==> config.mk <==
export PLATFORM = sky130hd
export DESIGN_NAME = cache_sys
export DESIGN_NICKNAME = d
export VERILOG_FILES = /design/src/cache_pkg.sv /design/src/sdrc_pkg.sv /design/src/bram.sv /design/src/cache_lines.sv /design/src/line_burst_ctrl.sv /design/src/cache_sys.sv
export SDC_FILE = /design/constraint.sdc
export NUM_CORES = 2
export LEC_CHECK = 0
export BUFFER_PORTS_ARGS = -buffer_cell sky130_fd_sc_hd__buf_4
export CAP_MARGIN = 20
export CORE_ASPECT_RATIO = 0.75
export CORE_MARGIN = 2
export CORE_UTILIZATION = 55
export DETAILED_ROUTE_END_ITERATION = 6
export GPL_TIMING_DRIVEN = 0
export PLACE_DENSITY_LB_ADDON = 0.25
export SLEW_MARGIN = 20
export SYNTH_ARGS = -nofsm -noshare
export SYNTH_HDL_FRONTEND = slang
export SYNTH_HIERARCHICAL = 1
export SYNTH_MEMORY_MAX_BITS = 65536
export SYNTH_SLANG_ARGS = --single-unit
==> constraint.sdc <==
create_clock -name clk -period 7.2 [get_ports clk]
set_input_delay 0.72 -clock clk [delete_from_list [all_inputs] [get_ports clk]]
set_output_delay 0.72 -clock clk [all_outputs]
set_load 0.02 [all_outputs]
==> src/cache_pkg.sv <==
/*
 * geometry of the direct mapped cache, 16 lines of 8 words of 32 bits
 * byte address layout is tag, line, column and two ignored byte bits
 * address bits above the tag field are ignored by the cache
 */
package cache_pkg;

  // index widths and counts
  localparam int COL_BITS   = 3;
  localparam int LINE_BITS  = 4;
  localparam int COL_COUNT  = 1 << COL_BITS;
  localparam int LINE_COUNT = 1 << LINE_BITS;

  // 21-bit controller word address less line and column bits
  localparam int TAG_BITS = 14;

  // field positions in the host byte address
  localparam int COL_LSB  = 2;
  localparam int LINE_LSB = COL_LSB + COL_BITS;
  localparam int TAG_LSB  = LINE_LSB + LINE_BITS;

  // flags sit just above the tag, the rest of the word is unused
  typedef struct packed {
    logic [31-TAG_BITS-2:0] pad;
    logic                   dirty;
    logic                   valid;
    logic [TAG_BITS-1:0]    tag;
  } tag_fields_t;

  // raw word for the tag memory, field view for the hit and burst logic
  typedef union packed {
    logic [31:0] raw;
    tag_fields_t f;
  } tag_word_u;

endpackage

==> src/sdrc_pkg.sv <==
/*
 * command port encodings of the SDRAM controller
 * the controller takes one command at a time and acks each one
 */
package sdrc_pkg;

  // 3-bit command codes
  localparam logic [2:0] CMD_REFRESH  = 3'b001;
  localparam logic [2:0] CMD_ACTIVATE = 3'b011;
  localparam logic [2:0] CMD_WRITE    = 3'b100;
  localparam logic [2:0] CMD_READ     = 3'b101;

  // data length field is words minus one, so eight words per burst
  localparam logic [7:0] BURST_LEN = 8'd7;

  // cycles between the read strobe and the first data word
  localparam int READ_WAIT = 4;
  localparam int ADDR_BITS = 21;

endpackage

==> src/bram.sv <==
/*
 * byte-enabled word memory with one entry per cache line
 * read data is registered and returns the old word on a same-cycle write
 * contents rely on power-up initialization to zero
 */
module bram (
  input  logic                           clk,
  input  logic [3:0]                     we,
  input  logic [cache_pkg::LINE_BITS-1:0] addr,
  input  logic [31:0]                    wdata,
  output logic [31:0]                    rdata
);

  logic [31:0] mem [cache_pkg::LINE_COUNT];

  // all tags start invalid and clean
  initial begin
    for (int i = 0; i < cache_pkg::LINE_COUNT; i++) begin
      mem[i] = '0;
    end
  end

  // one enable per byte lane
  always @(posedge clk) begin
    for (int b = 0; b < 4; b++) begin
      if (we[b]) begin
        mem[addr][8*b +: 8] <= wdata[8*b +: 8];
      end
    end
  end

  always_ff @(posedge clk) begin
    rdata <= mem[addr];
  end

endmodule

==> src/cache_lines.sv <==
/*
 * line store with one tag memory and eight column memories
 * all memories share the line index, so a whole line is read at once
 * fill_active hands every write port to the burst engine
 */
module cache_lines (
  input  logic                            clk,
  input  logic [cache_pkg::LINE_BITS-1:0] line_ix,
  input  logic [cache_pkg::COL_BITS-1:0]  col_ix,
  input  logic [3:0]                      host_we,
  input  logic [31:0]                     host_data,
  input  logic                            tag_host_we,
  input  cache_pkg::tag_word_u            tag_host_word,
  input  logic                            fill_active,
  input  logic [cache_pkg::COL_COUNT-1:0] fill_col_we,
  input  logic [31:0]                     fill_data,
  input  logic                            tag_fill_we,
  input  logic [cache_pkg::TAG_BITS-1:0]  fill_tag,
  output cache_pkg::tag_word_u            tag_word,
  output logic [31:0]                     col_words [cache_pkg::COL_COUNT]
);

  cache_pkg::tag_word_u fill_tag_word;
  logic [3:0]           tag_we;
  logic [31:0]          tag_wdata;
  logic [3:0]           col_we [cache_pkg::COL_COUNT];
  logic [31:0]          col_wdata;

  // a fetched line is valid and clean
  always_comb begin
    fill_tag_word       = '0;
    fill_tag_word.f.valid = 1'b1;
    fill_tag_word.f.tag   = fill_tag;
  end

  // write source select, burst fill or host
  always_comb begin
    if (fill_active) begin
      tag_we    = {4{tag_fill_we}};
      tag_wdata = fill_tag_word.raw;
      col_wdata = fill_data;
      // whole words, one column per strobe bit
      for (int i = 0; i < cache_pkg::COL_COUNT; i++) begin
        col_we[i] = {4{fill_col_we[i]}};
      end
    end else begin
      tag_we    = {4{tag_host_we}};
      tag_wdata = tag_host_word.raw;
      col_wdata = host_data;
      // host bytes only reach the addressed column
      for (int i = 0; i < cache_pkg::COL_COUNT; i++) begin
        col_we[i] = (int'(col_ix) == i) ? host_we : 4'b0000;
      end
    end
  end

  bram u_tag (
    .clk   (clk),
    .we    (tag_we),
    .addr  (line_ix),
    .wdata (tag_wdata),
    .rdata (tag_word)
  );

  // one memory per column, all indexed by line
  for (genvar i = 0; i < cache_pkg::COL_COUNT; i++) begin : g_col
    bram u_col (
      .clk   (clk),
      .we    (col_we[i]),
      .addr  (line_ix),
      .wdata (col_wdata),
      .rdata (col_words[i])
    );
  end

endmodule

==> src/line_burst_ctrl.sv <==
/*
 * burst engine for dirty-line write-back and line fill
 * line_ix, req_tag and the stored tag must stay stable for a whole miss
 * one refresh is issued after reset before any miss is served
 */
module line_burst_ctrl (
  input  logic                            clk,
  input  logic                            rst_n,
  input  logic                            miss,
  input  logic [cache_pkg::LINE_BITS-1:0] line_ix,
  input  logic [cache_pkg::TAG_BITS-1:0]  req_tag,
  input  cache_pkg::tag_word_u            tag_word,
  input  logic [31:0]                     col_words [cache_pkg::COL_COUNT],
  input  logic [31:0]                     sdrc_rdata,
  input  logic                            sdrc_cmd_ack,
  output logic                            fill_active,
  output logic [cache_pkg::COL_COUNT-1:0] fill_col_we,
  output logic [31:0]                     fill_data,
  output logic                            tag_fill_we,
  output logic                            sdrc_cmd_en,
  output logic [2:0]                      sdrc_cmd,
  output logic [sdrc_pkg::ADDR_BITS-1:0]  sdrc_addr,
  output logic [7:0]                      sdrc_data_len,
  output logic [31:0]                     sdrc_data
);

  typedef enum logic [3:0] {
    ST_INIT,
    ST_INIT_WAIT,
    ST_IDLE,
    ST_WB_ACT,
    ST_WB_DATA,
    ST_WB_ACK,
    ST_RD_ACT,
    ST_RD_WAIT,
    ST_RD_DATA,
    ST_RD_TAG,
    ST_RD_DONE
  } state_t;

  state_t                         state;
  logic [cache_pkg::COL_BITS-1:0] col;
  logic [2:0]                     wait_cnt;
  logic [sdrc_pkg::ADDR_BITS-1:0] old_addr;
  logic [sdrc_pkg::ADDR_BITS-1:0] new_addr;

  // first word of the stored line and of the requested line
  assign old_addr = {tag_word.f.tag, line_ix, {cache_pkg::COL_BITS{1'b0}}};
  assign new_addr = {req_tag, line_ix, {cache_pkg::COL_BITS{1'b0}}};

  always_ff @(posedge clk) begin
    if (!rst_n) begin
      state       <= ST_INIT;
      sdrc_cmd_en <= 1'b0;
      fill_active <= 1'b0;
      fill_col_we <= '0;
      tag_fill_we <= 1'b0;
      col         <= '0;
      wait_cnt    <= '0;
    end else begin
      // command strobe is a single cycle
      sdrc_cmd_en <= 1'b0;
      case (state)
        ST_INIT: begin
          sdrc_cmd_en <= 1'b1;
          sdrc_cmd    <= sdrc_pkg::CMD_REFRESH;
          state       <= ST_INIT_WAIT;
        end
        ST_INIT_WAIT: begin
          if (sdrc_cmd_ack) begin
            state <= ST_IDLE;
          end
        end
        ST_IDLE: begin
          // open the row of the old line if dirty, else of the new one
          if (miss) begin
            sdrc_cmd_en <= 1'b1;
            sdrc_cmd    <= sdrc_pkg::CMD_ACTIVATE;
            if (tag_word.f.dirty) begin
              sdrc_addr <= old_addr;
              state     <= ST_WB_ACT;
            end else begin
              sdrc_addr   <= new_addr;
              fill_active <= 1'b1;
              state       <= ST_RD_ACT;
            end
          end
        end
        ST_WB_ACT: begin
          // word 0 goes out together with the write strobe
          if (sdrc_cmd_ack) begin
            sdrc_cmd_en   <= 1'b1;
            sdrc_cmd      <= sdrc_pkg::CMD_WRITE;
            sdrc_addr     <= old_addr;
            sdrc_data_len <= sdrc_pkg::BURST_LEN;
            sdrc_data     <= col_words[0];
            col           <= 1;
            state         <= ST_WB_DATA;
          end
        end
        ST_WB_DATA: begin
          // words 1 to 7 on back-to-back cycles
          sdrc_data <= col_words[col];
          col       <= col + 1'b1;
          if (&col) begin
            state <= ST_WB_ACK;
          end
        end
        ST_WB_ACK: begin
          // write burst done, open the row of the new line
          if (sdrc_cmd_ack) begin
            sdrc_cmd_en <= 1'b1;
            sdrc_cmd    <= sdrc_pkg::CMD_ACTIVATE;
            sdrc_addr   <= new_addr;
            fill_active <= 1'b1;
            state       <= ST_RD_ACT;
          end
        end
        ST_RD_ACT: begin
          if (sdrc_cmd_ack) begin
            sdrc_cmd_en   <= 1'b1;
            sdrc_cmd      <= sdrc_pkg::CMD_READ;
            sdrc_addr     <= new_addr;
            sdrc_data_len <= sdrc_pkg::BURST_LEN;
            wait_cnt      <= '0;
            state         <= ST_RD_WAIT;
          end
        end
        ST_RD_WAIT: begin
          // count runs from the strobe cycle, word 0 arrives READ_WAIT+1 later
          wait_cnt <= wait_cnt + 1'b1;
          if (wait_cnt == 3'(sdrc_pkg::READ_WAIT + 1)) begin
            fill_data   <= sdrc_rdata;
            fill_col_we <= {{(cache_pkg::COL_COUNT-1){1'b0}}, 1'b1};
            col         <= 1;
            state       <= ST_RD_DATA;
          end
        end
        ST_RD_DATA: begin
          fill_data   <= sdrc_rdata;
          fill_col_we <= {{(cache_pkg::COL_COUNT-1){1'b0}}, 1'b1} << col;
          col         <= col + 1'b1;
          // tag goes in with the last column
          if (&col) begin
            tag_fill_we <= 1'b1;
            state       <= ST_RD_TAG;
          end
        end
        ST_RD_TAG: begin
          fill_col_we <= '0;
          tag_fill_we <= 1'b0;
          fill_active <= 1'b0;
          state       <= ST_RD_DONE;
        end
        ST_RD_DONE: begin
          // tag read register picks up the new tag here
          state <= ST_IDLE;
        end
        default: begin
          state <= ST_INIT;
        end
      endcase
    end
  end

endmodule

==> src/cache_sys.sv <==
/*
 * direct mapped write-back cache, 16 lines of 8 words, in front of an SDRAM controller
 * requester holds address, data and mask while busy is high and one cycle more
 * read data is valid one cycle after the address settles on a hit
 */
module cache_sys (
  input  logic                           clk,
  input  logic                           rst_n,
  input  logic                           enable,
  input  logic [31:0]                    address,
  input  logic [31:0]                    data_in,
  input  logic [3:0]                     write_enable,
  output logic [31:0]                    data_out,
  output logic                           data_out_ready,
  output logic                           busy,
  output logic                           sdrc_cmd_en,
  output logic [2:0]                     sdrc_cmd,
  output logic [sdrc_pkg::ADDR_BITS-1:0] sdrc_addr,
  output logic [7:0]                     sdrc_data_len,
  output logic [31:0]                    sdrc_data,
  input  logic [31:0]                    sdrc_rdata,
  input  logic                           sdrc_cmd_ack,
  input  logic                           sdrc_init_done
);

  logic [cache_pkg::COL_BITS-1:0]  col_ix;
  logic [cache_pkg::LINE_BITS-1:0] line_ix;
  logic [cache_pkg::LINE_BITS-1:0] line_q;
  logic [cache_pkg::TAG_BITS-1:0]  req_tag;
  cache_pkg::tag_word_u            tag_word;
  cache_pkg::tag_word_u            tag_host_word;
  logic [31:0]                     col_words [cache_pkg::COL_COUNT];
  logic                            tag_match;
  logic                            hit;
  logic                            miss;
  logic                            fill_active;
  logic [cache_pkg::COL_COUNT-1:0] fill_col_we;
  logic [31:0]                     fill_data;
  logic                            tag_fill_we;

  assign col_ix  = address[cache_pkg::COL_LSB +: cache_pkg::COL_BITS];
  assign line_ix = address[cache_pkg::LINE_LSB +: cache_pkg::LINE_BITS];
  assign req_tag = address[cache_pkg::TAG_LSB +: cache_pkg::TAG_BITS];

  // line the memories were read at, stored tag is stale until it matches
  always_ff @(posedge clk) begin
    line_q <= line_ix;
  end

  assign tag_match = tag_word.f.valid && (tag_word.f.tag == req_tag);
  assign hit       = (line_q == line_ix) && tag_match;
  // no miss on a stale tag or before the controller is up
  assign miss      = enable && sdrc_init_done && (line_q == line_ix) && !tag_match;

  assign busy           = enable && !hit;
  assign data_out_ready = enable && hit && (write_enable == 4'b0000);
  assign data_out       = col_words[col_ix];

  // write hit sets the line dirty
  always_comb begin
    tag_host_word         = '0;
    tag_host_word.f.dirty = 1'b1;
    tag_host_word.f.valid = 1'b1;
    tag_host_word.f.tag   = req_tag;
  end

  cache_lines u_lines (
    .clk           (clk),
    .line_ix       (line_ix),
    .col_ix        (col_ix),
    .host_we       ((enable && hit) ? write_enable : 4'b0000),
    .host_data     (data_in),
    .tag_host_we   (enable && hit && (|write_enable)),
    .tag_host_word (tag_host_word),
    .fill_active   (fill_active),
    .fill_col_we   (fill_col_we),
    .fill_data     (fill_data),
    .tag_fill_we   (tag_fill_we),
    .fill_tag      (req_tag),
    .tag_word      (tag_word),
    .col_words     (col_words)
  );

  line_burst_ctrl u_ctrl (
    .clk           (clk),
    .rst_n         (rst_n),
    .miss          (miss),
    .line_ix       (line_ix),
    .req_tag       (req_tag),
    .tag_word      (tag_word),
    .col_words     (col_words),
    .sdrc_rdata    (sdrc_rdata),
    .sdrc_cmd_ack  (sdrc_cmd_ack),
    .fill_active   (fill_active),
    .fill_col_we   (fill_col_we),
    .fill_data     (fill_data),
    .tag_fill_we   (tag_fill_we),
    .sdrc_cmd_en   (sdrc_cmd_en),
    .sdrc_cmd      (sdrc_cmd),
    .sdrc_addr     (sdrc_addr),
    .sdrc_data_len (sdrc_data_len),
    .sdrc_data     (sdrc_data)
  );

endmodule

# ---- Yosys cells after proc, flatten, opt, wreduce, memory -nomap -nowiden
# Memory sizes are Yosys's and may differ from the RTL's. A register that Yosys moved wholly into a read port is not among the register bits.
# Cells that the tools add are included.
dict set report word_totals {
  ff_bits 113
  ramBits 4352
  in_bits 105
  output_inout_bits 99
  elab_cells 223
  memories 9
}
# name words word_bits read_ports rd_clocked_by_memory_dff write_ports line_no
set mem_list {}
lappend mem_list {{u_lines.g_col[0].u_col.mem} 16 32 1 1 1 bram.sv:14} ;# logic [31:0] mem [cache_pkg::LINE_COUNT];
lappend mem_list {{u_lines.g_col[1].u_col.mem} 16 32 1 1 1 bram.sv:14}
lappend mem_list {{u_lines.g_col[2].u_col.mem} 16 32 1 1 1 bram.sv:14}
lappend mem_list {{u_lines.g_col[3].u_col.mem} 16 32 1 1 1 bram.sv:14}
lappend mem_list {{u_lines.g_col[4].u_col.mem} 16 32 1 1 1 bram.sv:14}
lappend mem_list {{u_lines.g_col[5].u_col.mem} 16 32 1 1 1 bram.sv:14}
lappend mem_list {{+3 memories} -- -- -- -- -- --}
dict set report classes {
  addsub 2
  magnitude_cmp 2
  eq_ne 30
  shift 1
  n_mux 127
  bitwise_logic 2
  reduce_logical 38
}
# op count
set ops {}
lappend ops {{32-bit two-way mux} 8}
lappend ops {{32-bit binary-select mux with 3-bit select} 2}
lappend ops {{32-bit one-hot mux with 2 select lines} 2}
lappend ops {{21-bit two-way mux} 4}
lappend ops {{1-bit two-way mux} 74}
lappend ops {{4-bit two-way mux} 18}
lappend ops {{21-bit one-hot mux with 3 select lines} 1}
lappend ops {{4-bit one-hot mux with 11 select lines} 1}
lappend ops {{3-bit two-way mux} 8}
lappend ops {{8-bit one-hot mux with 3 select lines} 1}
lappend ops {{4-bit by 3-bit == test with 1-bit output (second input constant)} 4}
lappend ops {{16-bit two-way mux} 1}
lappend ops {{3-bit == test (second input constant)} 5}
lappend ops {{3-bit one-hot mux with 5 select lines} 1}
lappend ops {{14-bit == test} 1}
lappend ops {{4-bit == test (second input constant)} 3}
lappend ops {{2-bit inequality test (second input constant)} 6}
lappend ops {{3-bit AND reduction} 4}
lappend ops {{3-bit nonzero test} 4}
lappend ops {{1-bit logical AND} 9}
lappend ops {{3-bit one-hot mux with 3 select lines} 1}
lappend ops {{4-bit by 2-bit == test with 1-bit output (second input constant)} 2}
lappend ops {{4-bit >= comparator (second input constant)} 2}
lappend ops {{4-bit logical NOT} 2}
lappend ops {{24 further kinds} 38}

# ---- Longest topological paths before layout
dict set report depth {
  word_depth 9
  depth_mapped 8
}

# ---- Hierarchy
# Netlist, hierarchy kept.
# mod n_inst cells_per_inst area_per_inst_um2 seq_area_each_um2
set by_module_without_submodules {}
lappend by_module_without_submodules {bram 9 911 20125.6 16015.4}
lappend by_module_without_submodules {line_burst_ctrl 1 488 6279.8 2972.9}
lappend by_module_without_submodules {cache_sys 1 166 2493.6 80.1}
lappend by_module_without_submodules {cache_lines 1 130 1056.0 0.0}

# ---- Worst setup path before layout
# No wires, ideal clock.
dict set report synth_timing {
  path_type {input -> register}
  startpoint {in address[6]}
  endpoint {reg u_ctrl/sdrc_addr[10] (netlist name), enable pin}
  setup_ns 0.421
  arrival_ns 3.334
  required_ns 6.779
  path_slack_ns 3.445
  path_stages 8
  path_cell_list {xor2_1 -> nor4_1 -> and3_1 -> o31a_1 -> or4b_1 -> o311a_1 -> nor2_1 -> a211oi_1}
}
dict set report synth_between {
  elab_chain_cells 5
}
# element line_no
set synth_rtl {}
lappend synth_rtl {{start, declared} cache_sys.sv:10} ;# input logic [31:0] address,
lappend synth_rtl {{4-bit == test} cache_sys.sv:53} ;# assign miss = enable && sdrc_init_done && (line_q == line_ix) && !tag_match;
lappend synth_rtl {{1-bit logical AND (2 in series)} cache_sys.sv:53}
lappend synth_rtl {{named net miss} cache_sys.sv:35} ;# logic miss;
lappend synth_rtl {{2-bit inequality test (no source line)} --}
lappend synth_rtl {{5-bit AND reduction (no source line)} --}
lappend synth_rtl {{end signal, assigned} line_burst_ctrl.sv:94} ;# sdrc_addr <= old_addr;
lappend synth_rtl {{end signal, assigned} line_burst_ctrl.sv:114} ;# sdrc_addr <= new_addr;
lappend synth_rtl {{end signal, assigned} line_burst_ctrl.sv:123} ;# sdrc_addr <= new_addr;
lappend synth_rtl {{end, declared} line_burst_ctrl.sv:22} ;# output logic [sdrc_pkg::ADDR_BITS-1:0] sdrc_addr,
# The timed path passes the listed nets, and every way through them passes these cells.
# A chain may end at the register's enable or synchronous reset.

==> results.yml <==
sta:
  layout_setup_ws_ps: 1230
  rsz0062_at_grt: "false"
  hold_viol: 0
  fmax_ghz: 0.167
  drv_slew: 0
  finalSetupViolCount: 0
  period_share_pct: 82.9
  worstMarginPinSlew_ps: 1240
  relSlewSlack_pct: 17.1
  fin_setup_tns_ps: 0
  clock-skew-final_ps: 54.1
  period_needed_ps: 5970
drt:
  dr.first_iter.drc_count: 16302
  viasPerCell: 6.70
  routedWlPerCell_um: 35.2
  drc: 0
  routed_wl_mm: 490
  ant_nets: 0
  vias: 93432
  firstDrtPassIters: 6
cts:
  cts_num_sinks: 4734
  cts_resized: 0
  cts_tree: "yes"
  htreeDepth: 5
  clockBufferDepth: 4
  numCtsBuffers: 433
  cts_hold_buf: 32
  clock_latency_ps: 930
  path_clk_slew_ps: 60
  cts_setup_buffers: 0
  cts-root-buf: "clkbuf_16"
grt:
  grt_pass1_vias: 90505
  overflow: 0
  grt_pass1_wl_mm: 685
  grt_use_total_pct: 29.3
  antenna_found_initial: 54
  grt_max_degree: 97
placed_design:
  portBuffers: 181
  gp_congestion: 0.950
  dp_hpwl_mm: 329
  place_inst: 13084
  dpl_worst_slack_ps: 327
power_and_ir_drop:
  power.density_nw_per_um2: 304
  p_leak_nw: 64.7
  vdd_drop_max_mv: 0.257
floorplan:
  core_area_um2: 327000
  dieHeight_um: 501
  start_util_pct: 55.2
  die_w_um: 666
  die_area_um2: 334000
  io_pins: 204
  rows: 182
final_layout:
  area_delta_synth_final_pct: 12.6
  drive_gt1_share_pct: 24.8
  final_cells: 13943
  nNetsFinal: 9340
worst_hold_path:
  worstHoldPathType: "input pin to flip-flop"
flow_run:
  maxCapViolCount: 0
synth:
  synth_area_um2: 181000
  synth_warnings: 6
  synthCells: 8533
  avgSynthCellArea_um2: 21.2
worst_setup_path:
  cp-end-kind: "flip-flop"
  start_kind: "input pin"
  critPathKind: "input pin to flip-flop"
  crit_fanout: 75
  arrival_ps: 6480
  crit_required_ps: 7710
outcome:
  outcome: "finished, final reports clean"
[placed cells by master, fill, tap and decap left out, types with 28 or more instances in the layout]
master            n
mux2_2           61
clkbuf_16       452
nor2_1          613
nand2b_1         28
clkinv_1         76
buf_6            68
bufinv_16        30
nand2_1         474
mux2_8           32
buf_16           32
a22oi_1         548
buf_4           207
mux4_2         1176
buf_2           137
clkbuf_8         29
dfxtp_1         297
nand3_1          39
nor2b_1          40
edfxtp_1       4437
a31oi_1          34
dlygate4sd3_1    32
clkinv_2         73
mux4_1           40
clkbuf_1        393
[metal layers]
| layer | GRT usage [%] | up-vias | routed length, um |
|---|---|---|---|
| li1 | - | 36670 | - |
| met2 | 41.4 | 6644 | 213000 |
| met3 | 8.98 | 834 | 69900 |
| met5 | 0 | - | 207 |
| met1 | 43.7 | 49254 | 188000 |
| met4 | 10.5 | 30 | 19200 |
[flip-flops by register name (all words and copies together) (netlist names)]
signal and cells:
u_ctrl/tag_fill_we 1, u_ctrl/fill_col_we 8, u_lines/u_tag/mem 256, u_ctrl/col 3
u_lines/g_col.u_col/mem 4096, u_lines/g_col.u_col/rdata 256, u_lines/u_tag/rdata 16, u_ctrl/sdrc_data 32
u_ctrl/fill_data 32, line_q 4, u_ctrl/wait_cnt 3, u_ctrl/sdrc_addr 18
u_ctrl/fill_active 1, u_ctrl/state 4, u_ctrl/sdrc_cmd 3, u_ctrl/sdrc_cmd_en 1
[report_power, final]
group / total (W) / leakage (nW) / switching, W / internal [W]
sequential: 0.0324 / 42.4 / 0.000300 / 0.0321
clock: 0.0228 / 6.86 / 0.00998 / 0.0129
combinational: 0.00662 / 15.5 / 0.00476 / 0.00186
total: 0.0618 / 64.7 / 0.0150 / 0.0468
[worst paths after layout]
path	endpoint	slack (ps)	startpoint	depth (start not counted)
setup / recovery	u_lines/g_col[5].u_col/mem[7][12]	1230	address[8]	9
hold / removal	u_ctrl/wait_cnt[2]	80	sdrc_cmd_ack	2
setup reg to reg	u_lines/g_col[5].u_col/mem[7][12]	1460	line_q[1]	8
hold reg to reg	u_ctrl/fill_col_we[0]	480	u_ctrl/fill_col_we[0]	2
[per-stage QoR]
| step | area (um^2) | util (%) | power (W) | hold WS, ps |
|---|---|---|---|---|
| finish | 204000 | 62.2 | 0.0618 | 80.4 |
| global route | 204000 | 62.2 | 0.0633 | 42.8 |
| CTS | 204000 | 62.2 | 0.0620 | 5.81 |
| detailed placement | 189000 | 57.8 | 0.0395 | 471 |
| global placement | 188000 | 57.3 | 0.0390 | 473 |
| floorplan | 181000 | - | 0.0360 | 446 |
[worst max-delay path, cell delays in order]
cell and delay [ps]:
buf_6 700, xor2_1 150, nor4_1 810, nand4b_1 620, nor3_2 760, nand2_1 360, o21ai_1 1020, nand3_1 330
nor2_1 910
[cell type report]
type | instances | area (um^2)
buffer | 536 | 2790
timing repair buffer | 249 | 2630
inverter | 18 | 67.6
tap | 4324 | 5410
clock buffer | 574 | 12000
clock inverter | 228 | 2040
antenna | 25 | 62.6
fill | 22032 | 124000
multi-input combinational | 3255 | 39400
sequential | 4734 | 139000
Note: power is estimated with default switching activity, not from simulation.
